`src/source/lsu_pkg.sv`:
```
package lsu_pkg;

   // Datapath and address width
   localparam int DATA_W = 32;
   // Byte lanes per word
   localparam int BE_W = DATA_W / 8;

   // Register file geometry
   localparam int REG_AW = 4;
   localparam int NUM_REGS = 16;

   // Opcode field in bits 31:28
   localparam int OP_W = 4;
   localparam int OP_LSB = 28;

   // Operand fields
   localparam int RD_LSB = 24;
   localparam int RS1_LSB = 20;
   localparam int RS2_LSB = 16;
   // Signed immediate sits at 15:0
   localparam int IMM_W = 16;

   // Byte addresses at or above this fault
   localparam logic [DATA_W-1:0] DMEM_LIMIT = 32'h0001_0000;

   // Exception vectors
   localparam logic [DATA_W-1:0] VEC_MISALIGN = 32'h0000_0100;
   localparam logic [DATA_W-1:0] VEC_ACCESS = 32'h0000_0180;

   // Memory instruction opcodes
   typedef enum logic [OP_W-1:0] {
      OP_NOP = 4'd0,
      OP_LB  = 4'd1,
      OP_LBU = 4'd2,
      OP_LH  = 4'd3,
      OP_LHU = 4'd4,
      OP_LW  = 4'd5,
      OP_SB  = 4'd6,
      OP_SH  = 4'd7,
      OP_SW  = 4'd8,
      // Load-immediate, no memory traffic
      OP_LI  = 4'd9
   } lsu_op_e;

   // Access size
   typedef enum logic [1:0] {
      SIZE_BYTE = 2'd0,
      SIZE_HALF = 2'd1,
      SIZE_WORD = 2'd2
   } mem_size_e;

endpackage

```
`src/source/lsu_addr_check.sv`:
```
`timescale 1ns/1ps

module lsu_addr_check (
   input  logic [lsu_pkg::DATA_W-1:0] addr,
   input  lsu_pkg::mem_size_e         size,
   output logic                       fault,
   output logic [lsu_pkg::DATA_W-1:0] vector
);
   import lsu_pkg::*;

   logic misalign;
   logic out_of_range;

   // Natural alignment per access size
   always_comb begin
      case (size)
         SIZE_HALF: misalign = addr[0];
         SIZE_WORD: misalign = (addr[1:0] != 2'b00);
         // Bytes are always aligned
         default:   misalign = 1'b0;
      endcase
   end

   // Outside the data window
   assign out_of_range = (addr >= DMEM_LIMIT);

   assign fault = misalign | out_of_range;

   // Misalignment wins over the range check
   always_comb begin
      if (misalign) begin
         vector = VEC_MISALIGN;
      end else if (out_of_range) begin
         vector = VEC_ACCESS;
      end else begin
         vector = '0;
      end
   end

endmodule

```
`src/source/lsu_decode.sv`:
```
`timescale 1ns/1ps

module lsu_decode (
   input  logic                       clk,
   input  logic                       rst,
   input  logic                       instr_valid,
   input  logic [lsu_pkg::DATA_W-1:0] instr,
   output logic                       instr_ready,
   input  logic                       ex_take,
   output logic                       dec_valid,
   output lsu_pkg::lsu_op_e           dec_op,
   output logic [lsu_pkg::REG_AW-1:0] dec_rd,
   output logic [lsu_pkg::DATA_W-1:0] dec_imm,
   output logic [lsu_pkg::REG_AW-1:0] rf_raddr1,
   output logic [lsu_pkg::REG_AW-1:0] rf_raddr2
);
   import lsu_pkg::*;

   logic [DATA_W-1:0] instr_q;
   lsu_op_e           in_op;
   logic              accept;
   logic              keep;

   // Free slot, or the held one leaves this cycle
   assign instr_ready = ~dec_valid | ex_take;
   assign accept = instr_valid & instr_ready;

   assign in_op = lsu_op_e'(instr[OP_LSB +: OP_W]);
   // NOP and unknown codes are swallowed at the port
   assign keep = (in_op != OP_NOP) && (in_op <= OP_LI);

   // Occupancy of the holding register
   always_ff @(posedge clk) begin
      if (rst) begin
         dec_valid <= 1'b0;
      end else if (accept) begin
         dec_valid <= keep;
      end else if (ex_take) begin
         dec_valid <= 1'b0;
      end
   end

   // Instruction word itself
   always_ff @(posedge clk) begin
      if (accept && keep) begin
         instr_q <= instr;
      end
   end

   // Field split of the held word
   assign dec_op = lsu_op_e'(instr_q[OP_LSB +: OP_W]);
   assign dec_rd = instr_q[RD_LSB +: REG_AW];

   // Sign-extended offset or load-immediate value
   assign dec_imm = {{(DATA_W - IMM_W){instr_q[IMM_W-1]}}, instr_q[IMM_W-1:0]};

   // Base register and store data register
   assign rf_raddr1 = instr_q[RS1_LSB +: REG_AW];
   assign rf_raddr2 = instr_q[RS2_LSB +: REG_AW];

endmodule

```
`src/source/lsu_execute.sv`:
```
`timescale 1ns/1ps

module lsu_execute (
   input  logic                       clk,
   input  logic                       rst,
   input  logic                       dec_valid,
   input  lsu_pkg::lsu_op_e           dec_op,
   input  logic [lsu_pkg::REG_AW-1:0] dec_rd,
   input  logic [lsu_pkg::DATA_W-1:0] dec_imm,
   input  logic [lsu_pkg::DATA_W-1:0] rf_rdata1,
   input  logic [lsu_pkg::DATA_W-1:0] rf_rdata2,
   output logic                       ex_take,
   output logic                       dbus_cmd_valid,
   output logic [lsu_pkg::DATA_W-1:0] dbus_cmd_addr,
   output logic                       dbus_cmd_we,
   output logic [lsu_pkg::BE_W-1:0]   dbus_cmd_be,
   output logic [lsu_pkg::DATA_W-1:0] dbus_cmd_wdata,
   input  logic                       dbus_cmd_ready,
   input  logic                       dbus_rsp_valid,
   output logic                       ex_done_li,
   output logic                       ex_fault,
   output logic [lsu_pkg::DATA_W-1:0] ex_vector,
   output logic [lsu_pkg::DATA_W-1:0] ex_addr,
   output logic                       ex_load_issued,
   output logic [lsu_pkg::REG_AW-1:0] ex_rd,
   output lsu_pkg::mem_size_e         ex_size,
   output logic                       ex_sign,
   output logic [1:0]                 ex_lane,
   output logic [lsu_pkg::DATA_W-1:0] ex_imm
);
   import lsu_pkg::*;

   typedef enum logic {
      ST_IDLE,
      ST_LOAD_WAIT
   } state_e;

   state_e            state;
   state_e            state_nxt;
   logic              is_load;
   logic              is_store;
   logic              is_li;
   logic              sign;
   mem_size_e         size;
   logic [DATA_W-1:0] ea;
   logic              chk_fault;
   logic [DATA_W-1:0] chk_vector;
   logic              go;
   logic              cmd_hs;

   // Operation class
   assign is_load = dec_op inside {OP_LB, OP_LBU, OP_LH, OP_LHU, OP_LW};
   assign is_store = dec_op inside {OP_SB, OP_SH, OP_SW};
   assign is_li = (dec_op == OP_LI);
   // Only LB and LH extend the sign bit
   assign sign = dec_op inside {OP_LB, OP_LH};

   always_comb begin
      case (dec_op)
         OP_LB, OP_LBU, OP_SB: size = SIZE_BYTE;
         OP_LH, OP_LHU, OP_SH: size = SIZE_HALF;
         default:              size = SIZE_WORD;
      endcase
   end

   // Effective address, base plus offset
   assign ea = rf_rdata1 + dec_imm;

   lsu_addr_check u_addr_check (
      .addr   (ea),
      .size   (size),
      .fault  (chk_fault),
      .vector (chk_vector)
   );

   // Lane enables and store data copied into every lane
   always_comb begin
      case (size)
         SIZE_BYTE: begin
            dbus_cmd_be    = 4'b0001 << ea[1:0];
            dbus_cmd_wdata = {4{rf_rdata2[7:0]}};
         end
         SIZE_HALF: begin
            dbus_cmd_be    = ea[1] ? 4'b1100 : 4'b0011;
            dbus_cmd_wdata = {2{rf_rdata2[15:0]}};
         end
         default: begin
            dbus_cmd_be    = '1;
            dbus_cmd_wdata = rf_rdata2;
         end
      endcase
   end

   // Nothing leaves decode while a load is outstanding
   assign go = dec_valid & (state == ST_IDLE);

   // Faulting accesses never reach the bus
   assign dbus_cmd_valid = go & (is_load | is_store) & ~chk_fault;
   assign dbus_cmd_addr = ea;
   assign dbus_cmd_we = is_store;
   assign cmd_hs = dbus_cmd_valid & dbus_cmd_ready;

   assign ex_done_li = go & is_li;
   assign ex_fault = go & (is_load | is_store) & chk_fault;
   assign ex_load_issued = cmd_hs & is_load;
   // LI and faults retire at once, memory ops at handshake
   assign ex_take = ex_done_li | ex_fault | cmd_hs;

   // Side info for result stage
   assign ex_vector = chk_vector;
   assign ex_addr = ea;
   assign ex_rd = dec_rd;
   assign ex_size = size;
   assign ex_sign = sign;
   assign ex_lane = ea[1:0];
   assign ex_imm = dec_imm;

   // Load-pending FSM
   always_comb begin
      state_nxt = state;
      case (state)
         ST_IDLE: begin
            if (ex_load_issued) begin
               state_nxt = ST_LOAD_WAIT;
            end
         end
         ST_LOAD_WAIT: begin
            // Response lands, writeback follows on the same edge
            if (dbus_rsp_valid) begin
               state_nxt = ST_IDLE;
            end
         end
         default: state_nxt = ST_IDLE;
      endcase
   end

   always_ff @(posedge clk) begin
      if (rst) begin
         state <= ST_IDLE;
      end else begin
         state <= state_nxt;
      end
   end

endmodule

```
`src/source/lsu_regfile.sv`:
```
`timescale 1ns/1ps

module lsu_regfile (
   input  logic                       clk,
   input  logic                       rst,
   input  logic [lsu_pkg::REG_AW-1:0] raddr1,
   input  logic [lsu_pkg::REG_AW-1:0] raddr2,
   output logic [lsu_pkg::DATA_W-1:0] rdata1,
   output logic [lsu_pkg::DATA_W-1:0] rdata2,
   input  logic                       we,
   input  logic [lsu_pkg::REG_AW-1:0] waddr,
   input  logic [lsu_pkg::DATA_W-1:0] wdata
);
   import lsu_pkg::*;

   logic [DATA_W-1:0] regs [NUM_REGS];

   // Single write port, register 0 is hardwired
   always_ff @(posedge clk) begin
      if (rst) begin
         for (int i = 0; i < NUM_REGS; i++) begin
            regs[i] <= '0;
         end
      end else if (we && (waddr != '0)) begin
         regs[waddr] <= wdata;
      end
   end

   // Asynchronous reads
   // Register 0 forced to zero on both ports
   always_comb begin
      if (raddr1 == '0) begin
         rdata1 = '0;
      end else begin
         rdata1 = regs[raddr1];
      end
   end

   always_comb begin
      if (raddr2 == '0) begin
         rdata2 = '0;
      end else begin
         rdata2 = regs[raddr2];
      end
   end

endmodule

```
`src/source/lsu_result.sv`:
```
`timescale 1ns/1ps

module lsu_result (
   input  logic                       clk,
   input  logic                       rst,
   input  logic                       ex_done_li,
   input  logic                       ex_fault,
   input  logic [lsu_pkg::DATA_W-1:0] ex_vector,
   input  logic [lsu_pkg::DATA_W-1:0] ex_addr,
   input  logic                       ex_load_issued,
   input  logic [lsu_pkg::REG_AW-1:0] ex_rd,
   input  lsu_pkg::mem_size_e         ex_size,
   input  logic                       ex_sign,
   input  logic [1:0]                 ex_lane,
   input  logic [lsu_pkg::DATA_W-1:0] ex_imm,
   input  logic                       dbus_rsp_valid,
   input  logic [lsu_pkg::DATA_W-1:0] dbus_rsp_rdata,
   output logic                       rf_we,
   output logic [lsu_pkg::REG_AW-1:0] rf_waddr,
   output logic [lsu_pkg::DATA_W-1:0] rf_wdata,
   output logic                       wb_valid,
   output logic [lsu_pkg::REG_AW-1:0] wb_reg,
   output logic [lsu_pkg::DATA_W-1:0] wb_data,
   output logic                       exc_valid,
   output logic [lsu_pkg::DATA_W-1:0] exc_vector,
   output logic [lsu_pkg::DATA_W-1:0] exc_addr
);
   import lsu_pkg::*;

   logic [REG_AW-1:0] ld_rd;
   mem_size_e         ld_size;
   logic              ld_sign;
   logic [1:0]        ld_lane;
   logic [7:0]        lane_b;
   logic [15:0]       lane_h;
   logic [DATA_W-1:0] ld_data;

   // Format of the outstanding load
   always_ff @(posedge clk) begin
      if (ex_load_issued) begin
         ld_rd   <= ex_rd;
         ld_size <= ex_size;
         ld_sign <= ex_sign;
         ld_lane <= ex_lane;
      end
   end

   // Pick the addressed lane out of the returned word
   assign lane_b = dbus_rsp_rdata[{ld_lane, 3'b000} +: 8];
   assign lane_h = ld_lane[1] ? dbus_rsp_rdata[DATA_W-1:16] : dbus_rsp_rdata[15:0];

   always_comb begin
      case (ld_size)
         SIZE_BYTE: ld_data = {{(DATA_W - 8){ld_sign & lane_b[7]}}, lane_b};
         SIZE_HALF: ld_data = {{(DATA_W - 16){ld_sign & lane_h[15]}}, lane_h};
         default:   ld_data = dbus_rsp_rdata;
      endcase
   end

   // LI and load responses never coincide
   assign rf_we = ex_done_li | dbus_rsp_valid;
   assign rf_waddr = ex_done_li ? ex_rd : ld_rd;
   assign rf_wdata = ex_done_li ? ex_imm : ld_data;

   // Strobes, one cycle each
   always_ff @(posedge clk) begin
      if (rst) begin
         wb_valid  <= 1'b0;
         exc_valid <= 1'b0;
      end else begin
         wb_valid  <= rf_we;
         exc_valid <= ex_fault;
      end
   end

   // Strobe payloads
   always_ff @(posedge clk) begin
      wb_reg     <= rf_waddr;
      wb_data    <= rf_wdata;
      exc_vector <= ex_vector;
      exc_addr   <= ex_addr;
   end

endmodule

```
`src/source/lsu_top.sv`:
```
`timescale 1ns/1ps

module lsu_top (
   input  logic                       clk,
   input  logic                       rst,
   input  logic                       instr_valid,
   input  logic [lsu_pkg::DATA_W-1:0] instr,
   output logic                       instr_ready,
   output logic                       dbus_cmd_valid,
   output logic [lsu_pkg::DATA_W-1:0] dbus_cmd_addr,
   output logic                       dbus_cmd_we,
   output logic [lsu_pkg::BE_W-1:0]   dbus_cmd_be,
   output logic [lsu_pkg::DATA_W-1:0] dbus_cmd_wdata,
   input  logic                       dbus_cmd_ready,
   input  logic                       dbus_rsp_valid,
   input  logic [lsu_pkg::DATA_W-1:0] dbus_rsp_rdata,
   output logic                       wb_valid,
   output logic [lsu_pkg::REG_AW-1:0] wb_reg,
   output logic [lsu_pkg::DATA_W-1:0] wb_data,
   output logic                       exc_valid,
   output logic [lsu_pkg::DATA_W-1:0] exc_vector,
   output logic [lsu_pkg::DATA_W-1:0] exc_addr
);
   import lsu_pkg::*;

   // Decode to execute
   logic              dec_valid;
   lsu_op_e           dec_op;
   logic [REG_AW-1:0] dec_rd;
   logic [DATA_W-1:0] dec_imm;
   logic              ex_take;

   // Register file ports
   logic [REG_AW-1:0] rf_raddr1;
   logic [REG_AW-1:0] rf_raddr2;
   logic [DATA_W-1:0] rf_rdata1;
   logic [DATA_W-1:0] rf_rdata2;
   logic              rf_we;
   logic [REG_AW-1:0] rf_waddr;
   logic [DATA_W-1:0] rf_wdata;

   // Execute to result
   logic              ex_done_li;
   logic              ex_fault;
   logic [DATA_W-1:0] ex_vector;
   logic [DATA_W-1:0] ex_addr;
   logic              ex_load_issued;
   logic [REG_AW-1:0] ex_rd;
   mem_size_e         ex_size;
   logic              ex_sign;
   logic [1:0]        ex_lane;
   logic [DATA_W-1:0] ex_imm;

   lsu_decode u_decode (
      .clk         (clk),
      .rst         (rst),
      .instr_valid (instr_valid),
      .instr       (instr),
      .instr_ready (instr_ready),
      .ex_take     (ex_take),
      .dec_valid   (dec_valid),
      .dec_op      (dec_op),
      .dec_rd      (dec_rd),
      .dec_imm     (dec_imm),
      .rf_raddr1   (rf_raddr1),
      .rf_raddr2   (rf_raddr2)
   );

   lsu_regfile u_regfile (
      .clk    (clk),
      .rst    (rst),
      .raddr1 (rf_raddr1),
      .raddr2 (rf_raddr2),
      .rdata1 (rf_rdata1),
      .rdata2 (rf_rdata2),
      .we     (rf_we),
      .waddr  (rf_waddr),
      .wdata  (rf_wdata)
   );

   lsu_execute u_execute (
      .clk            (clk),
      .rst            (rst),
      .dec_valid      (dec_valid),
      .dec_op         (dec_op),
      .dec_rd         (dec_rd),
      .dec_imm        (dec_imm),
      .rf_rdata1      (rf_rdata1),
      .rf_rdata2      (rf_rdata2),
      .ex_take        (ex_take),
      .dbus_cmd_valid (dbus_cmd_valid),
      .dbus_cmd_addr  (dbus_cmd_addr),
      .dbus_cmd_we    (dbus_cmd_we),
      .dbus_cmd_be    (dbus_cmd_be),
      .dbus_cmd_wdata (dbus_cmd_wdata),
      .dbus_cmd_ready (dbus_cmd_ready),
      .dbus_rsp_valid (dbus_rsp_valid),
      .ex_done_li     (ex_done_li),
      .ex_fault       (ex_fault),
      .ex_vector      (ex_vector),
      .ex_addr        (ex_addr),
      .ex_load_issued (ex_load_issued),
      .ex_rd          (ex_rd),
      .ex_size        (ex_size),
      .ex_sign        (ex_sign),
      .ex_lane        (ex_lane),
      .ex_imm         (ex_imm)
   );

   lsu_result u_result (
      .clk            (clk),
      .rst            (rst),
      .ex_done_li     (ex_done_li),
      .ex_fault       (ex_fault),
      .ex_vector      (ex_vector),
      .ex_addr        (ex_addr),
      .ex_load_issued (ex_load_issued),
      .ex_rd          (ex_rd),
      .ex_size        (ex_size),
      .ex_sign        (ex_sign),
      .ex_lane        (ex_lane),
      .ex_imm         (ex_imm),
      .dbus_rsp_valid (dbus_rsp_valid),
      .dbus_rsp_rdata (dbus_rsp_rdata),
      .rf_we          (rf_we),
      .rf_waddr       (rf_waddr),
      .rf_wdata       (rf_wdata),
      .wb_valid       (wb_valid),
      .wb_reg         (wb_reg),
      .wb_data        (wb_data),
      .exc_valid      (exc_valid),
      .exc_vector     (exc_vector),
      .exc_addr       (exc_addr)
   );

endmodule
```
`config.mk`:
```
export PLATFORM = sky130hd
export DESIGN_NAME = lsu_top
export DESIGN_NICKNAME = d
export VERILOG_FILES = /design/src/source/lsu_pkg.sv /design/src/source/lsu_addr_check.sv /design/src/source/lsu_decode.sv /design/src/source/lsu_execute.sv /design/src/source/lsu_regfile.sv /design/src/source/lsu_result.sv /design/src/source/lsu_top.sv
export SDC_FILE = /design/constraint.sdc
export NUM_CORES = 1
export LEC_CHECK = 0
export BUFFER_PORTS_ARGS = -buffer_cell sky130_fd_sc_hd__clkbuf_2
export CORE_AREA = 2 2 331 333
export CTS_CLUSTER_SIZE = 24
export DETAILED_ROUTE_END_ITERATION = 16
export DIE_AREA = 0 0 333 335
export PLACE_DENSITY = 0.51
export SYNTH_ARGS = -nofsm -noshare
export SYNTH_HDL_FRONTEND = slang
export SYNTH_SLANG_ARGS = --single-unit
export TNS_END_PERCENT = 100
```
`constraint.sdc`:
```
create_clock -name clk -period 17.4 [get_ports clk]
set_input_delay 2.61 -clock clk [delete_from_list [all_inputs] [get_ports clk]]
set_output_delay 2.61 -clock clk [all_outputs]
set_load 0.01 [all_outputs]
```
# --- Word level (Yosys, flattened, before mapping) ---
# Memory sizes are Yosys's and may differ from the RTL's. A register that Yosys moved wholly into a read port is not among the register bits.
# Index checks and enable logic that the tools add are counted.
word_totals:
  register_bits: 145
  latchBits: 0
  ramBits: 512
  romBits: 0
  inputBits: 69
  output_inout_bits: 173
  elab_cells: 94
  memories: 1
memory_table:
  columns: ["memory", "words", "word_bits", "read_ports", "rd_ports_with_merged_regs", "write_ports", "line_no", "source"]
  rows:
  - ["u_regfile.regs", 16, 32, 2, 2, 16, "lsu_regfile.sv:16", "logic [DATA_W-1:0] regs [NUM_REGS];"]
classes:
  add_sub_neg: 1
  multipliers: 0
  div_mod_pow: 0
  magnitude_cmp: 2
  eq_ne: 12
  n_shift: 2
  n_mux: 27
  bitwise_logic: 19
  reduce_logical: 17
op_table:
  columns: ["op", "n"]
  rows:
  - ["two-way mux 32 bit", 4]
  - ["one-hot mux 32 bit (2 select lines)", 2]
  - ["adder 32 bit", 1]
  - ["greater-or-equal comparator 32 x 17 -> 1 bit, second input constant", 1]
  - ["OR reduction 32 bit", 1]
  - ["variable part select 32 x 6 -> 8 bit", 1]
  - ["two-way mux 4 bit", 5]
  - ["equality test 4 x 3 -> 1 bit, second input constant", 4]
  - ["two-way mux 16 bit", 1]
  - ["bitwise AND 1 bit", 10]
  - ["two-way mux 1 bit", 10]
  - ["two-way mux 9 bit", 1]
  - ["equality test 4 x 2 -> 1 bit, second input constant", 2]
  - ["equality test 4 bit, second input constant", 2]
  - ["logical NOT 4 bit", 2]
  - ["one-hot mux 4 bit (2 select lines)", 1]
  - ["nonzero test 4 bit", 2]
  - ["bitwise OR 1 bit", 6]
  - ["nonzero test 2 bit", 3]
  - ["OR reduction 3 bit", 2]
  - ["nonzero test 5 bit", 1]
  - ["equality test 2 x 1 -> 1 bit, second input constant", 2]
  - ["equality test 4 x 1 -> 1 bit, second input constant", 1]
  - ["<= comparator 4 bit, second input constant", 1]
  - ["other kinds (8)", 14]

# --- Longest topological paths before layout ---
depth:
  depth_word: 14
  mapped_depth: 20
  ltp_nobuf: 17

# --- Hierarchy ---
# From an unflattened synthesis, not the netlist that was laid out.
unflattened:
  cells_unflattened: 2556
  area_unflattened_um2: 33380.8
by_module_without_submodules:
  columns: ["mod", "instances", "cells_per_inst", "area_each_um2", "seq_area_each_um2"]
  rows:
  - ["lsu_regfile", 1, 1778, 25572.0, 14443.9]
  - ["lsu_result", 1, 254, 3304.4, 2312.2]
  - ["lsu_execute", 1, 423, 3004.1, 20.0]
  - ["lsu_decode", 1, 55, 1148.6, 980.9]
  - ["lsu_addr_check", 1, 46, 351.6, 0.0]

# --- Least setup slack after synthesis ---
# OpenSTA, ideal clock, no wires.
synth_timing:
  path_kind: "register to output"
  startpoint: "register with a tool-made name"
  endpoint: "output port instr_ready"
  t_arrival_ns: 5.539
  required_ns: 14.790
  setup_slack_ns: 9.251
  path_stages_with_launch: 18
  n_path_buf: 3
  cell_sequence: "dfxtp_1 > clkbuf_1 > clkbuf_1 > buf_1 > mux4_2 > mux4_2 > nor2b_1 > ha_1 > o211ai_1 > a21oi_2 > o211ai_1 > a211oi_1 > o21bai_2 > nand2_1 > xor2_1 > or4b_4 > or4_4 > a21o_1"
synth_rtl:
  columns: ["item", "line_no", "source"]
  rows:
  - ["end, declared", "lsu_top.sv:8", "output logic instr_ready,"]

==> reports/metrics.csv <==
metric,value,unit
worstSetupPathType,reg2out,
worst_slack,7.44,ns
die_h,335,µm
status,completed,
clockBufferDepth,3,
use_met2,0.330,
crit_required,14.79,ns
ir_worst_vdd,0.0655,mV
antenna_found_initial,6,
drc,0,
gp_congestion,0.879,
final_cell_mix,"553 x edfxtp_1, 548 x nor2_1, 310 x mux4_2, 210 x clkbuf_2, 101 x nand2_1",
post-place-ws,8.17,ns
async_flop_share,0,
p_sw,0.00129,W
grt_pass1_vias,22300,
tns,0,ns
cts_root_buf,clkbuf_16,
cts_buffers,77,
slew_headroom,0.189,
mostFrequentLayoutCell,edfxtp_1,
syn_area_per_cell,13.8,µm²
grt-busiest-layer,met2,
cp_top_family,simple AND/OR/NAND/NOR gates,
pwr-share-seq,0.417,
worstReg2RegEnd,u_decode.instr_q[2],
worstPathArrival,7.35,ns
rsz0062_at_grt,false,
grt_use_met1,0.308,
cp_num_buf_inv,3,
p_per_area,116,mW/mm²
ys_seq_area_frac,0.567,
whs,0.458,ns
grtUsageTotal,0.216,
largest_register,u_regfile.regs,
vias,22300,
vias_per_cell,5.57,
ant_nets,0,
min-delay-path-class,reg2reg,
whs_path_depth,0,
timing.fmax,0.100,GHz
path_max_fanout,53,
drtIter0Drc,2861,
synth_area,0.0322,mm²
row_count,121,
drive_above_1_share,0.299,
use_met3,0.0501,
p_leak,13.9,nW
p_int,0.00307,W
hpwl,74.3,mm
critical_path_depth,15,
critPathCapture,instr_ready,
setup-violations-final,0,
grt_overflow,0,
layout.nets,2628,
maxCapViolations,0,
clkPwrFrac,0.382,
synth_seq_cells,635,
diodes,0,
largest_reg_flops,512,
combPwrFrac,0.201,
r2r_cells,16,
final_util,0.347,
ys.flop_type,edfxtp_1,
cts.repair.resized,0,
cpMaxStageDelayCell,dfxtp_4,
drv_slew,0,
chipWidth,333,µm
hold_viol,0,
path_clk_slew,0.06,ns
worst_clock_skew,0.0319,ns
rrSetupSlack,8.93,ns
initial_utilization,0.298,
worstPathCellList,"buf_4, buf_4, mux4_2, mux4_2, nor2b_1, ha_1, a21o_1, a21o_1, a221oi_1, nand2_1, xor2_1, or4b_4, or4_4, a21o_1, clkbuf_2",
cts_max_level,3,
hold_buffers,0,
switching_share,0.296,
syn_to_final_growth,16.6,%
ioPinCount,242,
synthDistinctLibCells,68,
firstDrtPassIters,6,
port_buffers,211,
critPathMostFrequentCell,a21o_1,
yosysWarnings,0,
max_slew.worst_pin.slew,1.22,ns
totalWireLength,122,mm
finalCritPeriodShare,0.573,
core_area,0.108,mm²
crit_path_end_kind,output port,
die_area,0.112,mm²
worstSetupStartpointType,flop,
synth_edf_count,553,
cts_tree,yes,
grt_pass1_wl,171,mm
wl_per_cell,30.4,µm
syn_inst,2335,
post-route-min-period,9.96,ns
cts_setup_buffers,0,
clk_latency,0.66,ns
cts_sinks,635,
critPathMaxStageDelay,0.92,ns
finalPower,0.00436,W
grt_start_max_net_pins,90,
synthesized netlist by cell type, drive strengths merged (5+ instances only):
cell | n | area share
xor2 | 11 | 0.0030
nand3 | 9 | 0.0014
buf | 60 | 0.011
o221ai | 8 | 0.0022
nor2 | 549 | 0.064
o211ai | 8 | 0.0019
a21o | 30 | 0.0070
o22ai | 10 | 0.0019
o21ai | 43 | 0.0070
a211oi | 14 | 0.0036
edfxtp | 553 | 0.52
o21bai | 8 | 0.0020
nor3 | 18 | 0.0030
a21oi | 78 | 0.012
or4 | 5 | 0.0014
mux2i | 18 | 0.0056
dfxtp | 82 | 0.051
o31ai | 5 | 0.0013
nor2b | 36 | 0.0070
nand4 | 5 | 0.00097
or3 | 7 | 0.0014
inv | 53 | 0.0062
clkbuf | 153 | 0.018
xnor2 | 14 | 0.0038
mux4 | 310 | 0.22
ha | 31 | 0.012
mux2 | 17 | 0.0059
nand2 | 114 | 0.013
and2 | 10 | 0.0019
nand2b | 32 | 0.0062
power by group through the flow:
stage | Combinational (W) | Sequential, W | Clock (W)
floorplan | 0.000513 | 0.00183 | 0
global placement | 0.000871 | 0.00185 | 0
detailed placement | 0.000871 | 0.00185 | 0
CTS | 0.000874 | 0.00182 | 0.00170
global route | 0.000922 | 0.00183 | 0.00175
finish | 0.000874 | 0.00182 | 0.00166
metal layers:
layer	part of all wire	wire, µm
met4	0.028	3370
met3	0.11	13100
met1	0.42	51000
met2	0.45	54300
met5	0.00028	34
cell type report:
type | instances | area, µm²
fill | 10500 | 70600
tap | 1414 | 1770
sequential | 635 | 18300
multi-input combinational | 1494 | 13200
timing repair buffer | 265 | 1470
clock inverter | 40 | 438
inverter | 54 | 203
clock buffer | 100 | 2150
how the worst min path moves through the flow:
stage / endpoint / from
2_1_floorplan: u_result.ld_rd[0] / u_decode.instr_q[24]
6_report: u_result.ld_rd[2] / u_decode.instr_q[26]
3_3_place_gp: u_result.ld_rd[1] / u_decode.instr_q[25]
3_5_place_dp: u_result.ld_rd[2] / u_decode.instr_q[26]
5_1_grt: u_result.ld_rd[2] / u_decode.instr_q[26]
4_1_cts: u_result.ld_rd[2] / u_decode.instr_q[26]
kinds of logic after synthesis:
group	count (synthesis)	share of synthesized area
AND/OR/NAND/NOR	802	0.105
flip-flops	635	0.567
multiplexers	345	0.228
buffers and inverters	267	0.0349
AO/OA/AOI/OAI	228	0.0456
adder cells (fa/ha/maj)	32	0.0127
XOR/XNOR	25	0.00680
other	1	0.000116
through the flow:
step                      std cells  cell area (µm²)
after detailed placement       3862            34900
after global routing           4002            37500
after global placement         3862            34900
final                          4002            37500
after floorplan                2396            32400
after CTS                      4002            37500
(Power assumes the default switching activity.)
